[src/hdl/ofdm_demod_pkg.sv]
package ofdm_demod_pkg;

    typedef logic [31:0]        sample_t;
    typedef logic signed [15:0] comp_t;
    typedef logic [9:0]         sfn_t;
    typedef logic [4:0]         subframe_t;
    typedef logic [3:0]         symbol_t;
    typedef logic [4:0]         cp_len_t;
    typedef logic [18:0]        meta_t;
    typedef logic [23:0]        user_in_t;
    typedef logic [19:0]        user_out_t;

    // fraction bits of twiddles and rotation coefficients
    localparam int TW_FRAC = 14;
    // broadcast channel sits in this symbol of subframe 0
    localparam symbol_t BCH_SYMBOL = 4'd3;

    localparam longint COMP_MAX = 2 ** ($bits(comp_t) - 1) - 1;
    localparam longint COMP_MIN = -(2 ** ($bits(comp_t) - 1));

    typedef enum logic [1:0] {
        SKIP_PREFIX,
        TAKE_SYMBOL,
        SKIP_END
    } in_state_e;

    // int'() of a real rounds to nearest
    function automatic comp_t twiddle_re(input int n, input int fft_len);
        return comp_t'(int'($cos(2.0 * 3.14159265358979 * n / fft_len) * 2.0 ** TW_FRAC));
    endfunction

    function automatic comp_t twiddle_im(input int n, input int fft_len);
        return comp_t'(int'(-$sin(2.0 * 3.14159265358979 * n / fft_len) * 2.0 ** TW_FRAC));
    endfunction

    // undoes the phase ramp of a window that starts adv samples early
    function automatic comp_t rot_re(input int k, input int fft_len, input int adv);
        return comp_t'(int'($cos(2.0 * 3.14159265358979 * k * adv / fft_len) * 2.0 ** TW_FRAC));
    endfunction

    function automatic comp_t rot_im(input int k, input int fft_len, input int adv);
        return comp_t'(int'($sin(2.0 * 3.14159265358979 * k * adv / fft_len) * 2.0 ** TW_FRAC));
    endfunction

    // clamp to the range of one component
    function automatic comp_t sat_comp(input longint v);
        if (v > COMP_MAX) begin
            return comp_t'(COMP_MAX);
        end
        if (v < COMP_MIN) begin
            return comp_t'(COMP_MIN);
        end
        return comp_t'(v);
    endfunction

endpackage
[src/hdl/meta_fifo.sv]
`timescale 1ns/1ps

module meta_fifo
    import ofdm_demod_pkg::*;
(
    input  logic  clk_i,
    input  logic  reset_ni,
    input  logic  push_i,
    input  meta_t data_i,
    input  logic  pop_i,
    output meta_t data_o,
    output logic  empty_o
);

    localparam int DEPTH = 4;
    localparam int AW    = $clog2(DEPTH);

    meta_t       mem [DEPTH];
    logic [AW-1:0] wr_ptr;
    logic [AW-1:0] rd_ptr;
    logic [AW:0]   count;
    logic          do_push;
    logic          do_pop;

    assign do_push = push_i && (count != (AW + 1)'(DEPTH));
    assign do_pop  = pop_i && (count != '0);

    // head is visible without a read request
    assign data_o  = mem[rd_ptr];
    assign empty_o = (count == '0);

    always_ff @(posedge clk_i) begin
        if (!reset_ni) begin
            wr_ptr <= '0;
            rd_ptr <= '0;
            count  <= '0;
        end else begin
            if (do_push) begin
                wr_ptr <= wr_ptr + 1'b1;
            end
            if (do_pop) begin
                rd_ptr <= rd_ptr + 1'b1;
            end
            count <= count + (AW + 1)'(do_push) - (AW + 1)'(do_pop);
        end
    end

    always_ff @(posedge clk_i) begin
        if (do_push) begin
            mem[wr_ptr] <= data_i;
        end
    end

endmodule

[config.mk]
export PLATFORM = sky130hd
export DESIGN_NAME = meta_fifo
export DESIGN_NICKNAME = d
export VERILOG_FILES = /design/src/hdl/ofdm_demod_pkg.sv /design/src/hdl/meta_fifo.sv
export SDC_FILE = /design/constraint.sdc
export NUM_CORES = 1
export LEC_CHECK = 0
export BUFFER_PORTS_ARGS = -buffer_cell sky130_fd_sc_hd__buf_2
export CORE_MARGIN = 5
export CORE_UTILIZATION = 53
export CTS_BUF_LIST = sky130_fd_sc_hd__clkbuf_4 sky130_fd_sc_hd__clkbuf_8
export CTS_CLUSTER_DIAMETER = 30
export CTS_CLUSTER_SIZE = 28
export DETAILED_ROUTE_END_ITERATION = 8
export GPL_ROUTABILITY_DRIVEN = 0
export MAX_ROUTING_LAYER = met4
export PLACE_DENSITY = 0.77
export SLEW_MARGIN = 20
export SYNTH_ARGS = -nofsm -noshare
export SYNTH_HDL_FRONTEND = slang
export SYNTH_SLANG_ARGS = --single-unit
[constraint.sdc]
create_clock -name clk_i -period 2.3 [get_ports clk_i]
set_clock_uncertainty 0.1 [all_clocks]
set_input_delay 0.115 -clock clk_i [delete_from_list [all_inputs] [get_ports clk_i]]
set_output_delay 0.115 -clock clk_i [all_outputs]
set_load 0.05 [all_outputs]
# Yosys cells after proc, flatten, opt, wreduce, memory -nomap -nowiden
# Memories as Yosys holds them, arrays and structs flattened. A register that Yosys moved wholly into a read port is not among the register bits.
# Cells that the tools add are included.
# word_totals
regBits,7
latch_bits,0
ram_bits,76
mem_bits_ro,0
inputBits,23
wordCells,17
memories,1
# op_classes
addsub,4
mul,0
div_mod_pow,0
order_cmp,0
eq_ne,1
n_shift,0
n_mux,4
bitwise_logic,0
reduce_logical,4
# mem_list
name,depth,width,rd,rd_clocked_by_memory_dff,wr,line,source
mem,4,19,1,1,1,meta_fifo.sv:18,meta_t mem [DEPTH];
# op_table
operator,count
adder 2 x 1 -> 2 bit (second input constant),2
2-to-1 mux 2 bit,2
adder 3 x 1 -> 3 bit,1
logical NOT 3 bit,1
inequality test 3 bit (second input constant),1
nonzero test 3 bit,1
subtractor 3 x 1 -> 3 bit,1
logical AND 1 bit,2
2-to-1 mux 1 bit,2

# Longest topological paths before layout
# depth
ltp_word,4
mapped_depth,11
ltp_nobuf,11

# Worst setup path before layout
# OpenSTA, ideal clock, no wires.
# synth_timing
kind,register to register
from,register count[1]
to,register count[2]
arrival_time_ps,2549
t_required_ps,2085
path_slack_ps,-464
stages_incl_launch_ff,11
synth_period_minus_slack_ps,2764
cell_sequence,dfxtp_1 > nor3_2 > nor2b_1 > ha_1 > inv_1 > ha_1 > inv_1 > fa_1 > xnor2_1 > xnor2_1 > and2_1
# synth_via
elab_cells_between_ends,6
classes_between,add/sub (2); eq/ne (1); reduce/logical (3)
# synth_rtl
item,line,source
start: declaration,meta_fifo.sv:21,logic [AW:0] count;
start signal: assignment,meta_fifo.sv:44,count <= count + (AW + 1)'(do_push) - (AW + 1)'(do_pop);
nonzero test 3 bit,meta_fifo.sv:26,assign do_pop = pop_i && (count != '0);
logical AND 1 bit,meta_fifo.sv:26,
named net do_pop,meta_fifo.sv:23,logic do_pop;
subtractor 3 x 1 -> 3 bit,meta_fifo.sv:44,
# The timed path passes the listed nets, and every way through them passes these cells.
# A chain may end at the register's enable or synchronous reset.

# Worst setup path after layout
# layout_timing
from,register count[0]
to,register count[2]
# The elaborated chain is that of the path after synthesis.

==> results by group <==
Floorplan
  – Core ar.: 0.00596 mm^2
  – Die Wd: 88.4 um
  – Die Y: 88.4 um
  – Initial core utilization: 54.7%
  – # rows: 28
  – Die area: 0.00781 mm^2
  – I/O pin count: 43

Timing
  – Fmax: 457 MHz
  – Endpoints failing setup: 0
  – WHS: 0.0538 ns
  – Worst slew pin tran: 0.373 ns
  – Tmin final: 2.19 ns
  – Setup WS post-layout: 0.112 ns
  – Slew HR: 75.1%
  – RSZ-0062 raised after global routing: true
  – Final hold vios: 0
  – Period utilization: 95.1%
  – Pins Over Slew Limit: 0

Final layout
  – Nets: 258
  – Area Overhead vs Synth: 24.5%
  – Diodes inserted: 0
  – Commonest non-fill, non-tap cells in the layout: 76 x edfxtp_1, 42 x buf_2, 20 x dlygate4sd3_1, 11 x buf_4, 10 x mux4_2
  – Fraction of layout cells with a size suffix above 1: 36.1%
  – Commonest non-fill, non-tap cell in the layout: edfxtp_1

Yosys
  – Cell area after synthesis: 0.00326 mm^2
  – Synth warn: 0
  – Yosys cell types: 22
  – Syn avg cell area: 22.0 um^2
  – Syn nets: 178
  – Sequential fraction of the synthesis area: 75.6%
  – Post-synth top area share: 70.1%
  – #FFs+latches synth: 85
  – Cell taking the most area after synthesis: edfxtp_1
  – Gate Count Post-Synth: 148
  – Top cells by area, synth: edfxtp_1 70%, mux4_1 7.3%, mux4_2 6.9%, dfxtp_1 5.5%, ha_1 2.3%

Route
  – Via density: 5.34
  – 1st-pass router iterations: 4
  – Via count: 1644
  – Residual DRC: 0
  – Drt wl/cell: 18.1 um
  – Final wirelength: 5.57 mm
  – Initial DRC count: 112
  – Final ANT Viol Nets: 0

GRT
  – Initial antenna violation count: 0
  – First-pass GRT wire length: 8.91 mm
  – GR Util All Layers: 16.4%
  – Vias in the first global route: 1762
  – Congestion Overflow GR: 0
  – Pin count of the biggest net entering global routing: 20

Clocking
  – Latest clock arrival within the worst-skew pair: 0.35 ns
  – H-tree Lvls: 3
  – CTS tree: built
  – Root Buffer: clkbuf_8
  – CTS Buf Count: 9
  – Clk buf depth: 2
  – CTS sink count: 85
  – Worst-path clk slew: 0.08 ns

Placed design
  – Place WS: 0.00698 ns
  – PortBufs: 42
  – Post-DP HPWL: 3.60 mm

Pwr
  – Peak supply drop: 0.000679 V
  – Leak Pwr: 1.46 nW
  – Power Density: 1110 mW/mm^2

Worst setup path
  – Critical Path Sink Type: flop
  – Nature of the critical path startpoint: flop
  – Arr. time, crit path: 2.34 ns
  – Setup CP Type: flop to flop
  – Worst EP required: 2.45 ns
  – Max FO, Critical Path: 4

Hold path
  – HP Class: input port to flop

Job
  – Max Cap Viol: 0

Status
  – Status: finished, final reports clean
==> per-stage QoR <==
stage          util (%)  setup TNS [ns]  total power [W]  cells  area (um^2)
2_1_floorplan         -          -0.160          0.00304    148         3260
3_3_place_gp       60.5               0          0.00329    269         3600
3_5_place_dp       60.5               0          0.00334    269         3600
4_1_cts            67.4               0          0.00447    305         4020
5_1_grt            68.0         -0.0536          0.00469    308         4050
6_report           68.0               0          0.00448    308         4050
==> per-layer routing <==
layer  part of all wire (%)  GRT usage, %
met1                     38          19.2
met2                     55          26.3
met3                    5.0          3.54
met4                    1.9          9.20
met5                      0             -
==> cell families (layout without fill, tap and decap cells) <==
| logic type | Yosys count | in the layout | share of synthesized area, % |
|---|---|---|---|
| multiplexers | 21 | 21 | 14.8 |
| AND/OR/NAND/NOR | 18 | 18 | 3.19 |
| adder cells (fa/ha/maj) | 7 | 7 | 2.92 |
| AO/OA/AOI/OAI | 5 | 5 | 0.922 |
| flip-flops | 85 | 85 | 75.6 |
| XOR/XNOR | 2 | 2 | 0.538 |
| buffers and inverters | 10 | 95 | 2.00 |
==> registers in the layout (all words and copies together), names as in the netlist, named ones only <==
signal	cells
wr_ptr	2
rd_ptr	2
count	3
mem	76
==> worst max-delay path: stages (launching register included) <==
cell,delay [ns]
dfxtp_2,0.35
nor3_4,0.26
nor2b_2,0.09
ha_1,0.29
inv_1,0.06
ha_1,0.13
inv_1,0.05
fa_2,0.35
xnor2_2,0.15
xnor2_1,0.12
and2_1,0.15
==> what timing repair did <==
action / CTS / global route
setup endpoints to repair: 1 / 1
gates resized for setup: 1 / 4
hold buffers: 20 / 0
endpoints found under the hold margin: 78 / 0
pin swaps: 0 / 2
setup buffers: 0 / 3
==> power by group <==
part           leakage [nW]  switching, W  total (W)  internal (W)
Clock                 0.105      0.000502    0.00111      0.000605
Combinational         0.582      0.000926    0.00143      0.000504
Sequential            0.771     0.0000707    0.00195       0.00188
==> layout make-up <==
type,count,area [um^2]
Sequential cell,85,2470
Fill cell,372,1900
Multi-Input combinational cell,53,747
Timing Repair Buffer,74,513
Clock buffer,9,124
Tap cell,75,93.8
Clock inverter,7,88.8
Inverter,5,18.8
==> worst paths after layout <==
path,slack (ns),depth (start not counted),startpoint,endpoint
worst max-delay path,0.11,10,count[0]$_SDFF_PN0_,count[2]$_SDFF_PN0_
worst min-delay path,0.05,3,pop_i,rd_ptr[0]$_SDFFE_PN0P_
worst max register to register,0.11,10,count[0]$_SDFF_PN0_,count[2]$_SDFF_PN0_
worst min register to register,0.40,2,wr_ptr[1]$_SDFFE_PN0P_,wr_ptr[1]$_SDFFE_PN0P_
==> synthesized netlist by cell type, drive strengths merged <==
cell type,number
or3,1
o21ai,3
edfxtp,76
or4bb,1
xnor2,2
nand2,6
nor3,1
and2,6
buf,5
inv,5
mux2i,2
fa,1
a21boi,2
mux4,19
nor2b,2
nor2,1
ha,6
dfxtp,9
Power figures use the tool's default switching activity.
