<file path="config.mk">
export PLATFORM = sky130hd
export DESIGN_NAME = cp_phase_rotator
export DESIGN_NICKNAME = d
export VERILOG_FILES = /design/src/hdl/ofdm_demod_pkg.sv /design/src/hdl/cp_phase_rotator.sv
export SDC_FILE = /design/constraint.sdc
export NUM_CORES = 2
export LEC_CHECK = 0
export ABC_AREA = 1
export BUFFER_PORTS_ARGS = -buffer_cell sky130_fd_sc_hd__clkbuf_2
export CAP_MARGIN = 10
export CORE_UTILIZATION = 35
export CTS_CLUSTER_DIAMETER = 40
export DETAILED_ROUTE_END_ITERATION = 10
export GPL_TIMING_DRIVEN = 0
export PLACE_DENSITY = 0.53
export SYNTH_ARGS = -nofsm -noshare
export SYNTH_HDL_FRONTEND = slang
export SYNTH_SLANG_ARGS = --single-unit
</file>
<file path="constraint.sdc">
create_clock -name clk_i -period 9.3 [get_ports clk_i]
set_input_delay 1.395 -clock clk_i [delete_from_list [all_inputs] [get_ports clk_i]]
set_output_delay 1.395 -clock clk_i [all_outputs]
set_load 0.05 [all_outputs]
</file>
<file path="src/hdl/ofdm_demod_pkg.sv">
package ofdm_demod_pkg;

    typedef logic [31:0]        sample_t;
    typedef logic signed [15:0] comp_t;
    typedef logic [9:0]         sfn_t;
    typedef logic [4:0]         subframe_t;
    typedef logic [3:0]         symbol_t;
    typedef logic [4:0]         cp_len_t;
    typedef logic [18:0]        meta_t;
    typedef logic [23:0]        user_in_t;
    typedef logic [19:0]        user_out_t;

    // fraction bits of twiddles and rotation coefficients
    localparam int TW_FRAC = 14;
    // broadcast channel sits in this symbol of subframe 0
    localparam symbol_t BCH_SYMBOL = 4'd3;

    localparam longint COMP_MAX = 2 ** ($bits(comp_t) - 1) - 1;
    localparam longint COMP_MIN = -(2 ** ($bits(comp_t) - 1));

    typedef enum logic [1:0] {
        SKIP_PREFIX,
        TAKE_SYMBOL,
        SKIP_END
    } in_state_e;

    // int'() of a real rounds to nearest
    function automatic comp_t twiddle_re(input int n, input int fft_len);
        return comp_t'(int'($cos(2.0 * 3.14159265358979 * n / fft_len) * 2.0 ** TW_FRAC));
    endfunction

    function automatic comp_t twiddle_im(input int n, input int fft_len);
        return comp_t'(int'(-$sin(2.0 * 3.14159265358979 * n / fft_len) * 2.0 ** TW_FRAC));
    endfunction

    // undoes the phase ramp of a window that starts adv samples early
    function automatic comp_t rot_re(input int k, input int fft_len, input int adv);
        return comp_t'(int'($cos(2.0 * 3.14159265358979 * k * adv / fft_len) * 2.0 ** TW_FRAC));
    endfunction

    function automatic comp_t rot_im(input int k, input int fft_len, input int adv);
        return comp_t'(int'($sin(2.0 * 3.14159265358979 * k * adv / fft_len) * 2.0 ** TW_FRAC));
    endfunction

    // clamp to the range of one component
    function automatic comp_t sat_comp(input longint v);
        if (v > COMP_MAX) begin
            return comp_t'(COMP_MAX);
        end
        if (v < COMP_MIN) begin
            return comp_t'(COMP_MIN);
        end
        return comp_t'(v);
    endfunction

endpackage
</file>
<file path="src/hdl/cp_phase_rotator.sv">
`timescale 1ns/1ps

module cp_phase_rotator
    import ofdm_demod_pkg::*;
#(
    parameter int NFFT            = 6,
    parameter int HALF_CP_ADVANCE = 1
) (
    input  logic            clk_i,
    input  logic            reset_ni,
    input  sample_t         bin_data_i,
    input  logic            bin_valid_i,
    input  logic [NFFT-1:0] bin_index_i,
    input  meta_t           meta_i,
    output sample_t         m_data_o,
    output user_out_t       m_user_o,
    output logic            m_last_o,
    output logic            m_valid_o
);

    localparam int FFT_LEN = 2 ** NFFT;
    localparam int CP2     = 18 * FFT_LEN / 256;
    // with no advance the coefficients are exactly one
    localparam int ADV     = (HALF_CP_ADVANCE != 0) ? CP2 / 2 : 0;
    localparam int PROD_W  = 2 * $bits(comp_t) + 1;
    localparam logic [NFFT-1:0] LAST_IDX = NFFT'(FFT_LEN - 1);

    comp_t rot_re_rom [FFT_LEN];
    comp_t rot_im_rom [FFT_LEN];

    comp_t b_re;
    comp_t b_im;
    comp_t c_re;
    comp_t c_im;

    logic signed [PROD_W-1:0] prod_re;
    logic signed [PROD_W-1:0] prod_im;
    logic                     valid_q;
    logic                     last_q;
    meta_t                    meta_q;
    subframe_t                meta_sf;
    symbol_t                  meta_sym;

    for (genvar i = 0; i < FFT_LEN; i++) begin : g_coeff
        assign rot_re_rom[i] = rot_re(i, FFT_LEN, ADV);
        assign rot_im_rom[i] = rot_im(i, FFT_LEN, ADV);
    end

    assign b_re = bin_data_i[15:0];
    assign b_im = bin_data_i[31:16];
    assign c_re = rot_re_rom[bin_index_i];
    assign c_im = rot_im_rom[bin_index_i];

    assign meta_sym = meta_q[$bits(symbol_t)-1:0];
    assign meta_sf  = meta_q[$bits(symbol_t) +: $bits(subframe_t)];

    always_ff @(posedge clk_i) begin
        if (!reset_ni) begin
            valid_q   <= 1'b0;
            last_q    <= 1'b0;
            m_valid_o <= 1'b0;
            m_last_o  <= 1'b0;
        end else begin
            valid_q   <= bin_valid_i;
            last_q    <= bin_valid_i && (bin_index_i == LAST_IDX);
            m_valid_o <= valid_q;
            m_last_o  <= last_q;
        end
    end

    // meta is captured with the bin, the FIFO head moves on after the last one
    always_ff @(posedge clk_i) begin
        if (bin_valid_i) begin
            prod_re <= b_re * c_re - b_im * c_im;
            prod_im <= b_re * c_im + b_im * c_re;
            meta_q  <= meta_i;
        end
        if (valid_q) begin
            m_data_o <= {sat_comp(prod_im >>> TW_FRAC), sat_comp(prod_re >>> TW_FRAC)};
            m_user_o <= {meta_q, (meta_sym == BCH_SYMBOL) && (meta_sf == '0)};
        end
    end

endmodule

</file>
Word-level counts from Yosys, hierarchy flattened. Memories as Yosys holds them, arrays and structs flattened. Cells that the tools add are included.

Bitwise logic cells: 1. $add $sub $neg: 2. $mul: 4. Reduce and logical (&&, ||, !) cells: 3. Muxes and demuxes: 22. Eq/ne operators: 2. Magnitude comparators: 5.

Operators with widths (number): 2-to-1 mux 16 bit (12); multiplier 16 x 16 -> 32 bit (4); > comparator 19 x 16 -> 1 bit (second input constant) (2); less-than comparator 19 x 16 -> 1 bit (second input constant) (2); adder 32 x 32 -> 33 bit (1); subtractor 32 x 32 -> 33 bit (1); 2-to-1 mux 1 bit (10); greater-or-equal comparator 7 bit (second input constant) (1); inverter 6 -> 7 bit (1); equality test 6 bit (second input constant) (1); zero test 5 bit (1); equality test 4 x 2 -> 1 bit (second input constant) (1); logical AND 1 bit (2).

Register bits: 141. ROM bits: 2048. Memories kept: 2. Input bits: 60. Word-level logic and storage cells: 50. Output and inout bits: 54.

Memories: (no name shown) (depth 64, bits a word 16, rd ports 1, clocked after Yosys merged registers in 0, write ports 0, RTL line cp_phase_rotator.sv:52) `assign c_im = rot_im_rom[bin_index_i];`; (no name shown) (depth 64, bits a word 16, rd ports 1, clocked after Yosys merged registers in 0, write ports 0, RTL line cp_phase_rotator.sv:51) `assign c_re = rot_re_rom[bin_index_i];`.

Logic depth before layout (Yosys ltp).
Word-level depth: 7. Depth in mapped cells: 43. Mapped depth without buffers: 42.

Least setup slack after synthesis. No wires, ideal clock.

Path kind: input-to-reg. Start: in bin_index_i[0]. End: reg prod_re[31] (data pin). Stages on the path: 33. Required time: 9048 ps. Data arrival time: 9161 ps. Buffers on the path: 0. Slack: -113 ps. Library setup time: 252 ps. Path through: inv_1 -> ha_1 -> nor2_1 -> a21oi_1 -> o21ai_0 -> nor2_2 -> inv_2 -> nor2_1 -> inv_1 -> fa_1 -> fa_1 -> inv_1 -> fa_1 -> inv_1 -> fa_1 -> fa_1 -> fa_1 -> fa_1 -> inv_1 -> fa_1 -> inv_1 -> ha_1 -> nand2_1 -> nor2_1 -> nand2_1 -> nor2_1 -> nand4_1 -> nand2_1 -> nand2_1 -> nand2_1 -> nand2_1 -> nand3_1 -> nand2_1.

Longest elaborated chain between the ends: 6. Elaborated cells on any way between the ends: 10. Those cells by class: 1 x add/sub; 2 x mul; 4 x mux; 1 x bitwise; 2 x memory.

RTL lines: start: declaration (RTL line cp_phase_rotator.sv:13) `input logic [NFFT-1:0] bin_index_i,`; inverter 6 -> 7 bit (not written as such) * (RTL line cp_phase_rotator.sv:51, cp_phase_rotator.sv:52); memory read (64 x 16 bit) (on tied branches); 2-to-1 mux 16 bit (on tied branches) (2 in a row) (RTL line cp_phase_rotator.sv:51, cp_phase_rotator.sv:52); multiplier 16 x 16 -> 32 bit (RTL line cp_phase_rotator.sv:74) `prod_re <= b_re * c_re - b_im * c_im;`; subtractor 32 x 32 -> 33 bit * (RTL line cp_phase_rotator.sv:74); end signal: assignment (RTL line cp_phase_rotator.sv:74); end: declaration (RTL line cp_phase_rotator.sv:36) `logic signed [PROD_W-1:0] prod_re;`.

Every way passes the cells marked *; elsewhere a longest branch is shown, timed or not. The select of a mux whose other input is x is not followed. A chain may end at the register's enable or synchronous reset.

Final worst setup path.
Start: in bin_data_i[12]. End: reg prod_re[31] (data pin).

Longest elaborated chain between the ends: 2.

RTL lines: start: declaration (RTL line cp_phase_rotator.sv:11) `input sample_t bin_data_i,`; multiplier 16 x 16 -> 32 bit (RTL line cp_phase_rotator.sv:74); subtractor 32 x 32 -> 33 bit (RTL line cp_phase_rotator.sv:74).

Every way passes these cells.

==> results.md <==
- At the pin with the least slew margin, the transition time is 1.440 ns.
- The total number of vias is between 30000 and 40000.
- The remaining number of nets flagged by the antenna check after routing is 0.
- The number of nets handed over by synthesis was 6611.
- The number of clock buffers added by TritonCTS is 17.
- The final net count is 6804.
- The detailed-route wire length is roughly 160 mm.
- The area overhead of the layout relative to synthesis is 11.14%.
- The die is 359.9 µm wide.
- For this design, the sink count on the clock tree is 113.
- The cell area that synthesis handed to floorplanning was 44830 µm².
- The most common cell after layout, fill and taps aside is inv_1.
- The tool flagged a number of max-cap violations equal to 0.
- STA classifies the critical path startpoint as an input pin.
- In this run the worst path has a maximum fanout of 10.
- The met3 demand-to-capacity share in global routing is roughly 6.9%.
- The share of the cycle needed by the critical path after routing is between 90 and 100%.
- The global-route track usage on met2 is 39.01%.
- The sequential cell area fraction in the yosys report is 7.480%.
- The total global-route track usage is 25.97%.
- The final-layout setup total negative slack is 0 ns.
- The top cell types in the final layout, fill and taps aside, are inv_1, fa_1, nand2_1.
- The setup violation total in the final timing report is 0.
- The worst hold path belongs to the class flop to flop.
- Counting flops with an async set or reset pin after synthesis yields a share of 0%.
- During synthesis, Yosys emitted a total of 0 warnings.
- The clock period could shrink to just over 9 ns.
- Counting flops with a built-in enable in the synthesized netlist gives 109.
- The count of input and output buffers is 95.
- After floorplanning, the core was sized to cover 126400 µm².
- Between clock sinks in the finished design, the worst skew comes to 0.04083 ns.
- The count of final max-slew check failures was 0.
- For this block, the initial DRC count from the detailed router was between 3000 and 4000.
- The number of top-level design ports is 114.
- The detailed-route vias per instance is 4.955.
- For this run, design rule violations remaining after detail routing come to 0.
- Hold repair after CTS inserted 0 buffers.
- The utilization of the core after routing is about two fifths.
- The floorplan step defined a die boundary enclosing around 130000 µm².
- Setup repair after global routing could not meet its margin everywhere.
- Entering global routing, the biggest net connects 54 pins.
- STA classifies the critical path endpoint as a flop.
- The clock insertion delay at the later pin of the skew report is between 0.5 and 0.6 ns.
- The remaining max-slew budget at the tightest pin is 3.987%.
- CTS built an H-tree with a depth of 4.
- STA puts the critical path data required time at 9.53 ns.
- The dominant synthesized flop cell is edfxtp_1.
- The weighted congestion at the end of routability-driven global placement is around 1.0.
- The die height is ~360 µm.
- The synthesized area divided by synthesized cell count is 8.845 µm².
- The routing usage on met1 is between 30% and 40%.
- The via count of the first global-routing pass is 35760.
- The post-CTS clock slew at the launch and capture registers of the worst setup and hold paths is roughly 0.06 ns.
- The layer flagged by global routing as most heavily used is met2.
- The number of antenna violations at the first check in global routing is 11.
- Of the cells placed in the final design, the portion with a size suffix greater than 1 is 9.632%.
- The count of endpoints failing hold in the final timing report is 0.
- Data on the critical path arrives at its endpoint at 9.41 ns.
- The total number of placement rows is 130.
- The first global-routing pass estimated 239.8 mm of wire.
- Once the floorplan was initialized, standard cells occupied 35.47% of the core.
- The critical path start-end classification is input pin to flop.
- After technology mapping, the gate count stands at 5068.
- Synthesis instantiated 53 different standard cells from the library.
- The remaining global-route overflow is 0.
- Dividing the detail-routed wire length by the instance count gives 23.56 µm.
- After legalization and detailed placement, the total HPWL measured 133.9 mm.
- The run finished with clean final reports.
- Counting along the longest clock path gives a buffer depth of 2.
- The clock tree from TritonCTS is built.
- Synthesis inferred 113 register bits.
- The highest achievable clock rate is roughly 0.11 GHz.
- The root buffer selected by CTS is clkbuf_16.
- The number of detailed-route iterations in the first pass is 5.
## flip-flops by register name, summed over array words and instances, names as in the netlist
register and cells:
m_user_o 20, m_last_o 1, m_valid_o 1, last_q 1, valid_q 1, prod_im 19
m_data_o 32, prod_re 19, meta_q 19
## metal layers
layer	share of wire [%]	vias to the layer above
met3	10	295
li1	-	14740
met1	41	17690
met5	0.14	-
met2	44	1571
met4	5.2	20
## cells in the mapped netlist, types with 19 or more instances
master       n  share of area [%]
o21ai_0     49               0.55
nor2_1     639                5.4
ha_1       311                8.7
inv_1     1463                 12
xor2_1      34               0.66
a21oi_1     57               0.64
nand3_1     54               0.60
buf_2       53               0.59
clkbuf_1   117               0.98
edfxtp_1   109                7.3
nand2_1    808                6.8
inv_2       19               0.16
fa_1      1172                 52
## timing repair
action,in CTS,in global routing
buffers inserted,41,39
pin swaps,15,43
gates resized for setup,148,193
endpoints found under the setup margin,38,31
## layout make-up
cell class,instances,area [µm²]
clock inverter,15,157.7
tap,1650,2064
buffer,178,1031
sequential,113,3357
multi-input combinational,3279,35720
inverter,1492,5719
timing repair buffer,180,1348
fill,12870,76560
antenna,1,2.502
clock buffer,17,425.4
## final timing paths
path	from	to	slack [ns]	cells past startpoint
worst max-delay path	bin_data_i[12]	prod_re[31]	0.12	28
worst min-delay path	last_q	m_last_o	0.41	2
worst max register to register	prod_im[31]	m_data_o[27]	7.56	5
worst min register to register	last_q	m_last_o	0.41	2
## logic make-up (layout without fill, tap and decap cells)
group,count (synthesis),count (layout),share of synthesized area [%]
adders and majority gates,1483,1483,61.02
AOI/OAI and AO/OA,175,175,2.370
DFF,113,113,7.480
other,0,1,0
buffers and inverters,1676,1882,14.33
xor gates and xnor gates,52,52,1.033
and+or+nand+nor,1569,1569,13.77
## worst max-delay path: stages
cell      delay (ns)
clkbuf_1        0.28
inv_1           0.53
clkbuf_1        1.08
nor2_1          0.21
fa_1            0.56
fa_1            0.55
inv_1           0.05
fa_1            0.46
fa_1            0.56
inv_1           0.08
fa_1            0.48
fa_1            0.50
fa_1            0.49
inv_1           0.05
fa_1            0.47
inv_1           0.06
ha_4            0.31
nand2_2         0.10
nor2_1          0.14
nand2_1         0.11
nor2_1          0.10
nand4_1         0.13
nand2_2         0.20
nand2_1         0.12
nand2_2         0.13
nand2_1         0.09
nand3_1         0.07
nand2_1         0.07
## stage by stage
stage | instances | area (µm²) | worst slack [ns] | hold slack [ns]
CTS | 6888 | 48870 | 0.01649 | 0.4167
floorplan | 5068 | 44830 | 0.1665 | 0.3856
global placement | 6813 | 47370 | -2.678 | 0.4007
global route | 6924 | 49820 | -0.03671 | 0.4230
detailed placement | 6816 | 47420 | -2.667 | 0.4045
finish | 6925 | 49820 | 0.1172 | 0.4136
Power is left out: the tool's default activity adds up to more than one toggle a clock period on the data nets, which glitch-free logic cannot reach.
