### src/hdl/ofdm_demod_pkg.sv
package ofdm_demod_pkg;

    typedef logic [31:0]        sample_t;
    typedef logic signed [15:0] comp_t;
    typedef logic [9:0]         sfn_t;
    typedef logic [4:0]         subframe_t;
    typedef logic [3:0]         symbol_t;
    typedef logic [4:0]         cp_len_t;
    typedef logic [18:0]        meta_t;
    typedef logic [23:0]        user_in_t;
    typedef logic [19:0]        user_out_t;

    // fraction bits of twiddles and rotation coefficients
    localparam int TW_FRAC = 14;
    // broadcast channel sits in this symbol of subframe 0
    localparam symbol_t BCH_SYMBOL = 4'd3;

    localparam longint COMP_MAX = 2 ** ($bits(comp_t) - 1) - 1;
    localparam longint COMP_MIN = -(2 ** ($bits(comp_t) - 1));

    typedef enum logic [1:0] {
        SKIP_PREFIX,
        TAKE_SYMBOL,
        SKIP_END
    } in_state_e;

    // int'() of a real rounds to nearest
    function automatic comp_t twiddle_re(input int n, input int fft_len);
        return comp_t'(int'($cos(2.0 * 3.14159265358979 * n / fft_len) * 2.0 ** TW_FRAC));
    endfunction

    function automatic comp_t twiddle_im(input int n, input int fft_len);
        return comp_t'(int'(-$sin(2.0 * 3.14159265358979 * n / fft_len) * 2.0 ** TW_FRAC));
    endfunction

    // undoes the phase ramp of a window that starts adv samples early
    function automatic comp_t rot_re(input int k, input int fft_len, input int adv);
        return comp_t'(int'($cos(2.0 * 3.14159265358979 * k * adv / fft_len) * 2.0 ** TW_FRAC));
    endfunction

    function automatic comp_t rot_im(input int k, input int fft_len, input int adv);
        return comp_t'(int'($sin(2.0 * 3.14159265358979 * k * adv / fft_len) * 2.0 ** TW_FRAC));
    endfunction

    // clamp to the range of one component
    function automatic comp_t sat_comp(input longint v);
        if (v > COMP_MAX) begin
            return comp_t'(COMP_MAX);
        end
        if (v < COMP_MIN) begin
            return comp_t'(COMP_MIN);
        end
        return comp_t'(v);
    endfunction

endpackage
### src/hdl/cp_remover.sv
`timescale 1ns/1ps

module cp_remover
    import ofdm_demod_pkg::*;
#(
    parameter int NFFT            = 6,
    parameter int HALF_CP_ADVANCE = 1
) (
    input  logic     clk_i,
    input  logic     reset_ni,
    input  sample_t  s_data_i,
    input  user_in_t s_user_i,
    input  logic     s_valid_i,
    input  logic     s_last_i,
    input  logic     ssb_start_i,
    output sample_t  win_data_o,
    output logic     win_valid_o,
    output logic     meta_push_o,
    output meta_t    meta_o
);

    localparam int FFT_LEN = 2 ** NFFT;
    localparam int CP2     = 18 * FFT_LEN / 256;
    localparam logic [NFFT-1:0] LAST_IDX = NFFT'(FFT_LEN - 1);
    localparam logic [NFFT-1:0] PUSH_IDX = NFFT'(FFT_LEN - 2);

    in_state_e       state;
    cp_len_t         cur_cp_len;
    cp_len_t         cp_cnt;
    cp_len_t         start_cnt;
    logic [NFFT-1:0] in_cnt;
    logic            take;

    // prefix count starts past the part of the prefix that the window keeps
    assign start_cnt = (HALF_CP_ADVANCE != 0) ? (cur_cp_len >> 1) : '0;
    assign take      = s_valid_i && (state == TAKE_SYMBOL);

    always_ff @(posedge clk_i) begin
        if (!reset_ni) begin
            state       <= SKIP_PREFIX;
            cur_cp_len  <= cp_len_t'(CP2);
            cp_cnt      <= (HALF_CP_ADVANCE != 0) ? cp_len_t'(CP2 / 2) : '0;
            in_cnt      <= '0;
            win_valid_o <= 1'b0;
            meta_push_o <= 1'b0;
        end else begin
            win_valid_o <= take;
            meta_push_o <= take && (in_cnt == PUSH_IDX);
            // prefix length of the coming symbol rides on every sample
            if (s_valid_i) begin
                cur_cp_len <= s_user_i[$bits(cp_len_t)-1:0];
            end
            case (state)
                SKIP_PREFIX: begin
                    in_cnt <= '0;
                    if (ssb_start_i) begin
                        // late strobe, restart the prefix and move the window back
                        cp_cnt <= start_cnt + cp_len_t'(s_valid_i);
                    end else if (s_valid_i) begin
                        if (cp_cnt >= cur_cp_len - 5'd1) begin
                            state  <= TAKE_SYMBOL;
                            cp_cnt <= '0;
                        end else begin
                            cp_cnt <= cp_cnt + 5'd1;
                        end
                    end
                end
                TAKE_SYMBOL: begin
                    if (s_valid_i) begin
                        if (in_cnt != LAST_IDX) begin
                            in_cnt <= in_cnt + 1'b1;
                        end else begin
                            cp_cnt <= start_cnt;
                            state  <= s_last_i ? SKIP_PREFIX : SKIP_END;
                        end
                    end
                end
                SKIP_END: begin
                    if (s_valid_i && s_last_i) begin
                        state <= SKIP_PREFIX;
                    end else if (ssb_start_i) begin
                        // early strobe, the tail is cut short
                        state  <= SKIP_PREFIX;
                        cp_cnt <= cp_cnt + cp_len_t'(s_valid_i);
                    end
                end
                default: state <= SKIP_PREFIX;
            endcase
        end
    end

    always_ff @(posedge clk_i) begin
        if (s_valid_i) begin
            win_data_o <= s_data_i;
        end
        if (take && (in_cnt == PUSH_IDX)) begin
            meta_o <= s_user_i[$bits(user_in_t)-1 -: $bits(meta_t)];
        end
    end

endmodule

### config.mk
export PLATFORM = sky130hd
export DESIGN_NAME = cp_remover
export DESIGN_NICKNAME = d
export VERILOG_FILES = /design/src/hdl/ofdm_demod_pkg.sv /design/src/hdl/cp_remover.sv
export SDC_FILE = /design/constraint.sdc
export NUM_CORES = 1
export LEC_CHECK = 0
export ABC_AREA = 1
export BUFFER_PORTS_ARGS = -buffer_cell sky130_fd_sc_hd__buf_2
export CAP_MARGIN = 20
export CORE_ASPECT_RATIO = 2
export CORE_UTILIZATION = 35
export CTS_CLUSTER_SIZE = 24
export DETAILED_ROUTE_END_ITERATION = 10
export GPL_TIMING_DRIVEN = 0
export SETUP_SLACK_MARGIN = 0.3
export SYNTH_ARGS = -nofsm -noshare
export SYNTH_HDL_FRONTEND = slang
export SYNTH_SLANG_ARGS = --single-unit
### constraint.sdc
create_clock -name clk_i -period 3.57 [get_ports clk_i]
set_input_delay 0.1785 -clock clk_i [delete_from_list [all_inputs] [get_ports clk_i]]
set_output_delay 0.1785 -clock clk_i [all_outputs]
set_load 0.01 [all_outputs]
# Yosys cells after proc, flatten, opt, wreduce, memory -nomap -nowiden
# Cells that the tools add are included.
[op_classes] mul=0 n_eq_ne=14 div=0 add_sub_neg=5 n_bitwise=0 reduce_logical=9 mux=20 n_lt_le_gt_ge=1 n_shift=0
[ops] cell="$mux W5" count=7
[ops] cell="$mux W2" count=8
[ops] cell="$pmux W5 S3" count=1
[ops] cell="$ne A2 B2 Y1 const B" count=7
[ops] cell="$mux W6" count=2
[ops] cell="$pmux W6 S2" count=1
[ops] cell="$reduce_and A6 Y1" count=2
[ops] cell="$add A6 B1 Y6 const B" count=1
[ops] cell="$eq A6 B6 Y1 const B" count=1
[ops] cell="$ne A3 B3 Y1 const B" count=2
[ops] cell="$ne A6 B6 Y1 const B" count=1
[ops] cell="$pmux W2 S3" count=1
[ops] cell="$add A4 B1 Y5" count=1
[ops] cell="$add A5 B1 Y5" count=1
[ops] cell="$add A5 B1 Y5 const B" count=1
[ops] cell="$ge A5 B5 Y1" count=1
[ops] cell="$sub A5 B1 Y5 const B" count=1
[ops] cell="$logic_and A1 B1 Y1" count=3
[ops] cell="$reduce_and A3 Y1" count=1
[ops] cell="$reduce_bool A3 Y1" count=1
[ops] cell="$eq A2 B1 Y1 const B" count=1
[ops] cell="$eq A2 B2 Y1 const B" count=1
[ops] cell="$logic_not A2 Y1" count=1
[ops] cell="$ne A2 B1 Y1 const B" count=1
[ops] cell="$reduce_bool A2 Y1" count=1
[totals] ff_bits=71 inputBits=61 memories=0 mem_bits_ro=0 wordCells=57 latchBits=0 ram_bits=0

# Logic depth before layout (Yosys ltp)
[logic_depth] ltp_word=6 ltp_mapped=14

# Worst setup path after synthesis
# OpenSTA, ideal clock, no wires.
[synth_path] path_kind="flip-flop to flip-flop" startpoint="reg state[1]" endpoint="reg meta_o[0], enable pin" stages_incl_launch_ff=5 required_ps=3151 path_buffers=0 setup_ps=419 setup_slack_ps=1036 synth_period_minus_slack_ps=2534 arrival_ps=2115 cell_sequence="dfxtp_1 > inv_1 > ha_1 > nand2_1 > nor3_1"
[synth_between] elab_chain_len=3
[synth_lines] item="start: declaration" line_no="cp_remover.sv:27" source="in_state_e state;"
[synth_lines] item="start signal: assignment" line_no="cp_remover.sv:74" source="state <= s_last_i ? SKIP_PREFIX : SKIP_END;"
[synth_lines] item="$eq A2 B1 Y1" line_no="cp_remover.sv:36" source="assign take = s_valid_i && (state == TAKE_SYMBOL);"
[synth_lines] item="$logic_and A1 B1 Y1" line_no="cp_remover.sv:36"
[synth_lines] item="$logic_and A1 B1 Y1" line_no="cp_remover.sv:96" source="if (take && (in_cnt == PUSH_IDX)) begin"
[synth_lines] item="end signal: assignment" line_no="cp_remover.sv:97" source="meta_o <= s_user_i[$bits(user_in_t)-1 -: $bits(meta_t)];"
[synth_lines] item="end: declaration" line_no="cp_remover.sv:19" source="output meta_t meta_o"
# No other way between the ends.
# A chain may end at the register's enable or synchronous reset.

# Final worst setup path
[layout_path] startpoint="reg cur_cp_len[1]" endpoint="reg cp_cnt[4]"
[layout_between] elab_chain_len=6 word_cells_on_any_way=7 classes_between="add/sub (2); order compare (1); mux (4)"
[layout_lines] item="start: declaration" line_no="cp_remover.sv:28" source="cp_len_t cur_cp_len;"
[layout_lines] item="start signal: assignment" line_no="cp_remover.sv:41" source="cur_cp_len <= cp_len_t'(CP2);"
[layout_lines] item="start signal: assignment" line_no="cp_remover.sv:51" source="cur_cp_len <= s_user_i[$bits(cp_len_t)-1:0];"
[layout_lines] item="$sub A5 B1 Y5" line_no="cp_remover.sv:60" source="if (cp_cnt >= cur_cp_len - 5'd1) begin"
[layout_lines] item="$ge A5 B5 Y1" line_no="cp_remover.sv:60"
[layout_lines] item="$mux W5" line_no="cp_remover.sv:60"
[layout_lines] item="$mux W5" line_no="cp_remover.sv:59" source="end else if (s_valid_i) begin"
[layout_lines] item="$mux W5 *" line_no="cp_remover.sv:56" source="if (ssb_start_i) begin"
[layout_lines] item="$pmux W5 S3 *" line_no="cp_remover.sv:53" source="case (state)"
[layout_lines] item="end signal: assignment" line_no="cp_remover.sv:58" source="cp_cnt <= start_cnt + cp_len_t'(s_valid_i);"
[layout_lines] item="end signal: assignment" line_no="cp_remover.sv:64" source="cp_cnt <= cp_cnt + 5'd1;"
[layout_lines] item="end signal: assignment" line_no="cp_remover.sv:73" source="cp_cnt <= start_cnt;"
[layout_lines] item="end: declaration" line_no="cp_remover.sv:29" source="cp_len_t cp_cnt;"
# Every way passes the cells marked *; elsewhere a longest branch is shown, timed or not. The select of a mux whose other input is x is not followed.

==> summary.md <==
| Metric | Value |
|---|---|
| Status | finished, final reports clean |
| VDD IR-drop max | 0.268 mV |
| Post-layout util | 48.0% |
| Fill count | between 800 and 900 |
| Distinct cell type count after synthesis | 34 |
| Post-Syn Instances | 278 |
| Root buffer cell | clkbuf_16 |
| Dominant synthesized flop cell | edfxtp_1 |
| Core ar. | 0.00859 mm^2 |
| Die height | 135 um |
| Setup crit start kind | register |
| Critical path type | register to register |
| Hold Path Class | input port to register |
| Area share of xor/xnor cells in the synthesized design | between 1.5 and 2% |
| Clock skew | 0.00897 ns |
| Setup TNS | 0 ns |
| Io pins | 114 |
| Footprint of the multi-input gates | 0.00100 mm^2 |
| DIE WIDTH | 68.5 um |
| Post-synthesis compound-gate area fraction | 6.76% |
| Area share of the largest cell type after synthesis | 49.5% |
| IO Port Bufs | 112 |
| Number of flops mapped to enable cells by yosys | 51 |
| Worst slew pin tran | 0.740 ns |
| Pwr per Cell Area | 601 mW/mm^2 |
| FMAX | 481 MHz |
| Crit end category | register |
| Mapped cell area | 0.00309 mm^2 |
| Share of cells above drive strength 1 | 37.8% |
| Area Growth Syn to Fin | 33.4% |
| Mux share of post-synthesis cell area | 0% |
| Vias | 2,386 |
| CTS Buffer Depth | 2 |
| H-Tree Level Count | 3 |
| Crit path arrival time | 2.34 ns |
| Sequential element share of the synthesized area | about 62% |
| WP data required | 3.83 ns |
| Routed Antenna Nets | 0 |
| Flops & latches, synth | 71 |
| Hold_buf cts | 0 |
| Period Utilization, post-route | between 50% and 60% |
| Clk sinks | 71 |
| Drt wl/cell | 13.2 um |
| Overflow after GRT | 0 |
| Storage cell area | 0.00193 mm^2 |
| Synth area leaders | edfxtp_1 50%, dfxtp_1 13%, ha_1 6.5% |
| Post-CTS setup buffer count | 0 |
| Final setup viols | 0 |
| Final #Nets | about 480 |
| Largest net degree at the start of global routing | 36 |
| Starting DRT DRC Count | 127 |
| DRC | 0 |
| Avg Inst Size Synth | 11.1 um^2 |
| TritonRoute pass-1 iters | 4 |
| Syn_nets | ~360 |
| Async SR Flop Fraction | 0% |
| Vias in the first global route | 2,299 |
| Initial core utilization | approximately 36% |
| Final wirelength | 6.72 mm |
| Vias per Instance | approximately 4.7 |
| Simple-Gate Fraction of Synth Area | 17.3% |
| Initial antenna violation count | 0 |
| Critical-path maximum fanout | 5 |
| Worst-path clk slew | 0.06 ns |
| Final HPWL DP | about 5.3 mm |
| RSZ-0062 raised after global routing | false |
| Global-route wire length before repair | about 10 mm |
| Ant diodes | 0 |
| Rel. slew slack | between 50 and 60% |
| Area leader, netlist | edfxtp_1 |
| CTS buffer count | 9 |
| Clock Latency Late Sink | 0.33 ns |
| Gpl congestion | 0.884 |
| Hold Violations, Final | 0 |
| Adder and majority gate portion of the synthesized area | under 10% |
| Largest family of logic cells by synthesized area | simple AND/OR/NAND/NOR gates |
| # Max-Cap Violations | 0 |
| Yosys Warn Count | 0 |
| Fin. max-slew vios | 0 |
| Leak pwr | ~0.0018 uW |
| CTS tree | done |
| CTS resizes | 0 |
| Rows | 48 |
| Die Footprint | 0.00924 mm^2 |
| Gr usage total | 15.3% |
| Fin crit period | 2.08 ns |
[power breakdown]
part | total, uW | internal (uW) | switching [uW] | leakage (uW)
Sequential | 989 | 945 | 44.2 | 0.000648
Clock | 969 | 621 | 348 | 0.000158
Combinational | 519 | 199 | 320 | 0.00101
Total | 2480 | 1760 | 712 | 0.00181
[area by class of cell]
type,instances,area share [%]
Inverter,31,2.88
Sequential cell,71,46.8
Multi-Input combinational cell,170,24.3
Tap cell,100,3.03
Buffer,6,1.09
Clock buffer,9,5.46
Clock inverter,7,2.55
Timing Repair Buffer,113,13.9
[registers in the layout, summed over array words and instances (netlist names)]
signal and count:
win_data_o 32, meta_o 19, in_cnt 6, cp_cnt 5, cur_cp_len 5, state 2, meta_push_o 1, win_valid_o 1
[stage by stage]
stage / setup WS, ns / hold WS [ns] / power [uW] / instances / area (um^2)
floorplan: 1.04 / 0.277 / 1360 / 278 / 3090
global placement: 0.150 / 0.356 / 1520 / 490 / 3780
detailed placement: 1.18 / 0.357 / 1530 / 491 / 3790
CTS: 1.48 / 0.00710 / 2500 / 507 / 4120
global route: 1.32 / 0.00690 / 2620 / 507 / 4120
finish: 1.49 / 0.0167 / 2480 / 507 / 4120
[kinds of logic (layout without fill, tap and decap cells)]
group / after synthesis / in the layout
AND/OR/NAND/NOR: 109 / 109
adder cells (fa/ha/maj): 16 / 16
XOR/XNOR: 6 / 6
flip-flops: 71 / 71
AO/OA/AOI/OAI: 39 / 39
buffers and inverters: 37 / 166
[Yosys cell counts, types with 3 or more instances]
cell and number:
inv_1 29, buf_2 3, nor2_2 3, a21oi_1 20, dfxtp_1 20, nor2_1 19, ha_1 16, xor2_1 5
nand3_1 15, edfxtp_1 51, nand2_1 47, o21ai_0 13, nand2_2 5, nand4_1 5
[cells in the final DEF, fill, tap and decap left out, types with 2 or more instances in the layout]
cell,n
nand2_4,2
clkbuf_16,9
xor2_1,5
inv_1,29
bufinv_16,2
o21ai_0,13
o211ai_1,2
clkinv_4,2
and3_1,2
nand4_1,5
edfxtp_1,51
buf_6,3
nor3_2,3
nand2_2,5
nor2_2,3
dfxtp_1,20
nor2_1,19
ha_1,16
a21oi_1,20
o21bai_1,2
nand2_1,47
buf_2,115
nand3_1,15
[path summary, 6_finish.rpt]
check | from | to | slack, ns | cells after the start
hold reg to reg | in_cnt[0]$_SDFFE_PN0P_ | in_cnt[0]$_SDFFE_PN0P_ | 0.46 | 1
setup / recovery | cur_cp_len[1]$_SDFFE_PN0P_ | cp_cnt[4]$_SDFFE_PN0P_ | 1.49 | 12
hold / removal | s_data_i[29] | win_data_o[29]$_DFFE_PP_ | 0.02 | 1
setup reg to reg | cur_cp_len[1]$_SDFFE_PN0P_ | cp_cnt[4]$_SDFFE_PN0P_ | 1.49 | 12
[routing by layer]
metal  part of all wire, %  wire [um]  vias to the layer above  track usage, %
li1                      -          -                     1200               -
met1                    32       2150                     1100            13.5
met2                    61       4080                       70            29.6
met3                   3.9        263                       16            3.04
met4                   3.3        221                        0            8.56
met5                     0          0                        -               0
[worst max-delay path, stage by stage, from the launching register on]
cell,delay (ns)
dfxtp_1,0.33
inv_1,0.09
ha_1,0.22
nand2_1,0.08
xor2_1,0.14
inv_1,0.05
ha_1,0.28
and3_1,0.15
nand2_1,0.08
nand2_1,0.11
o21ai_0,0.28
nand2_1,0.09
a21oi_1,0.12
(Power assumes the default switching activity.)
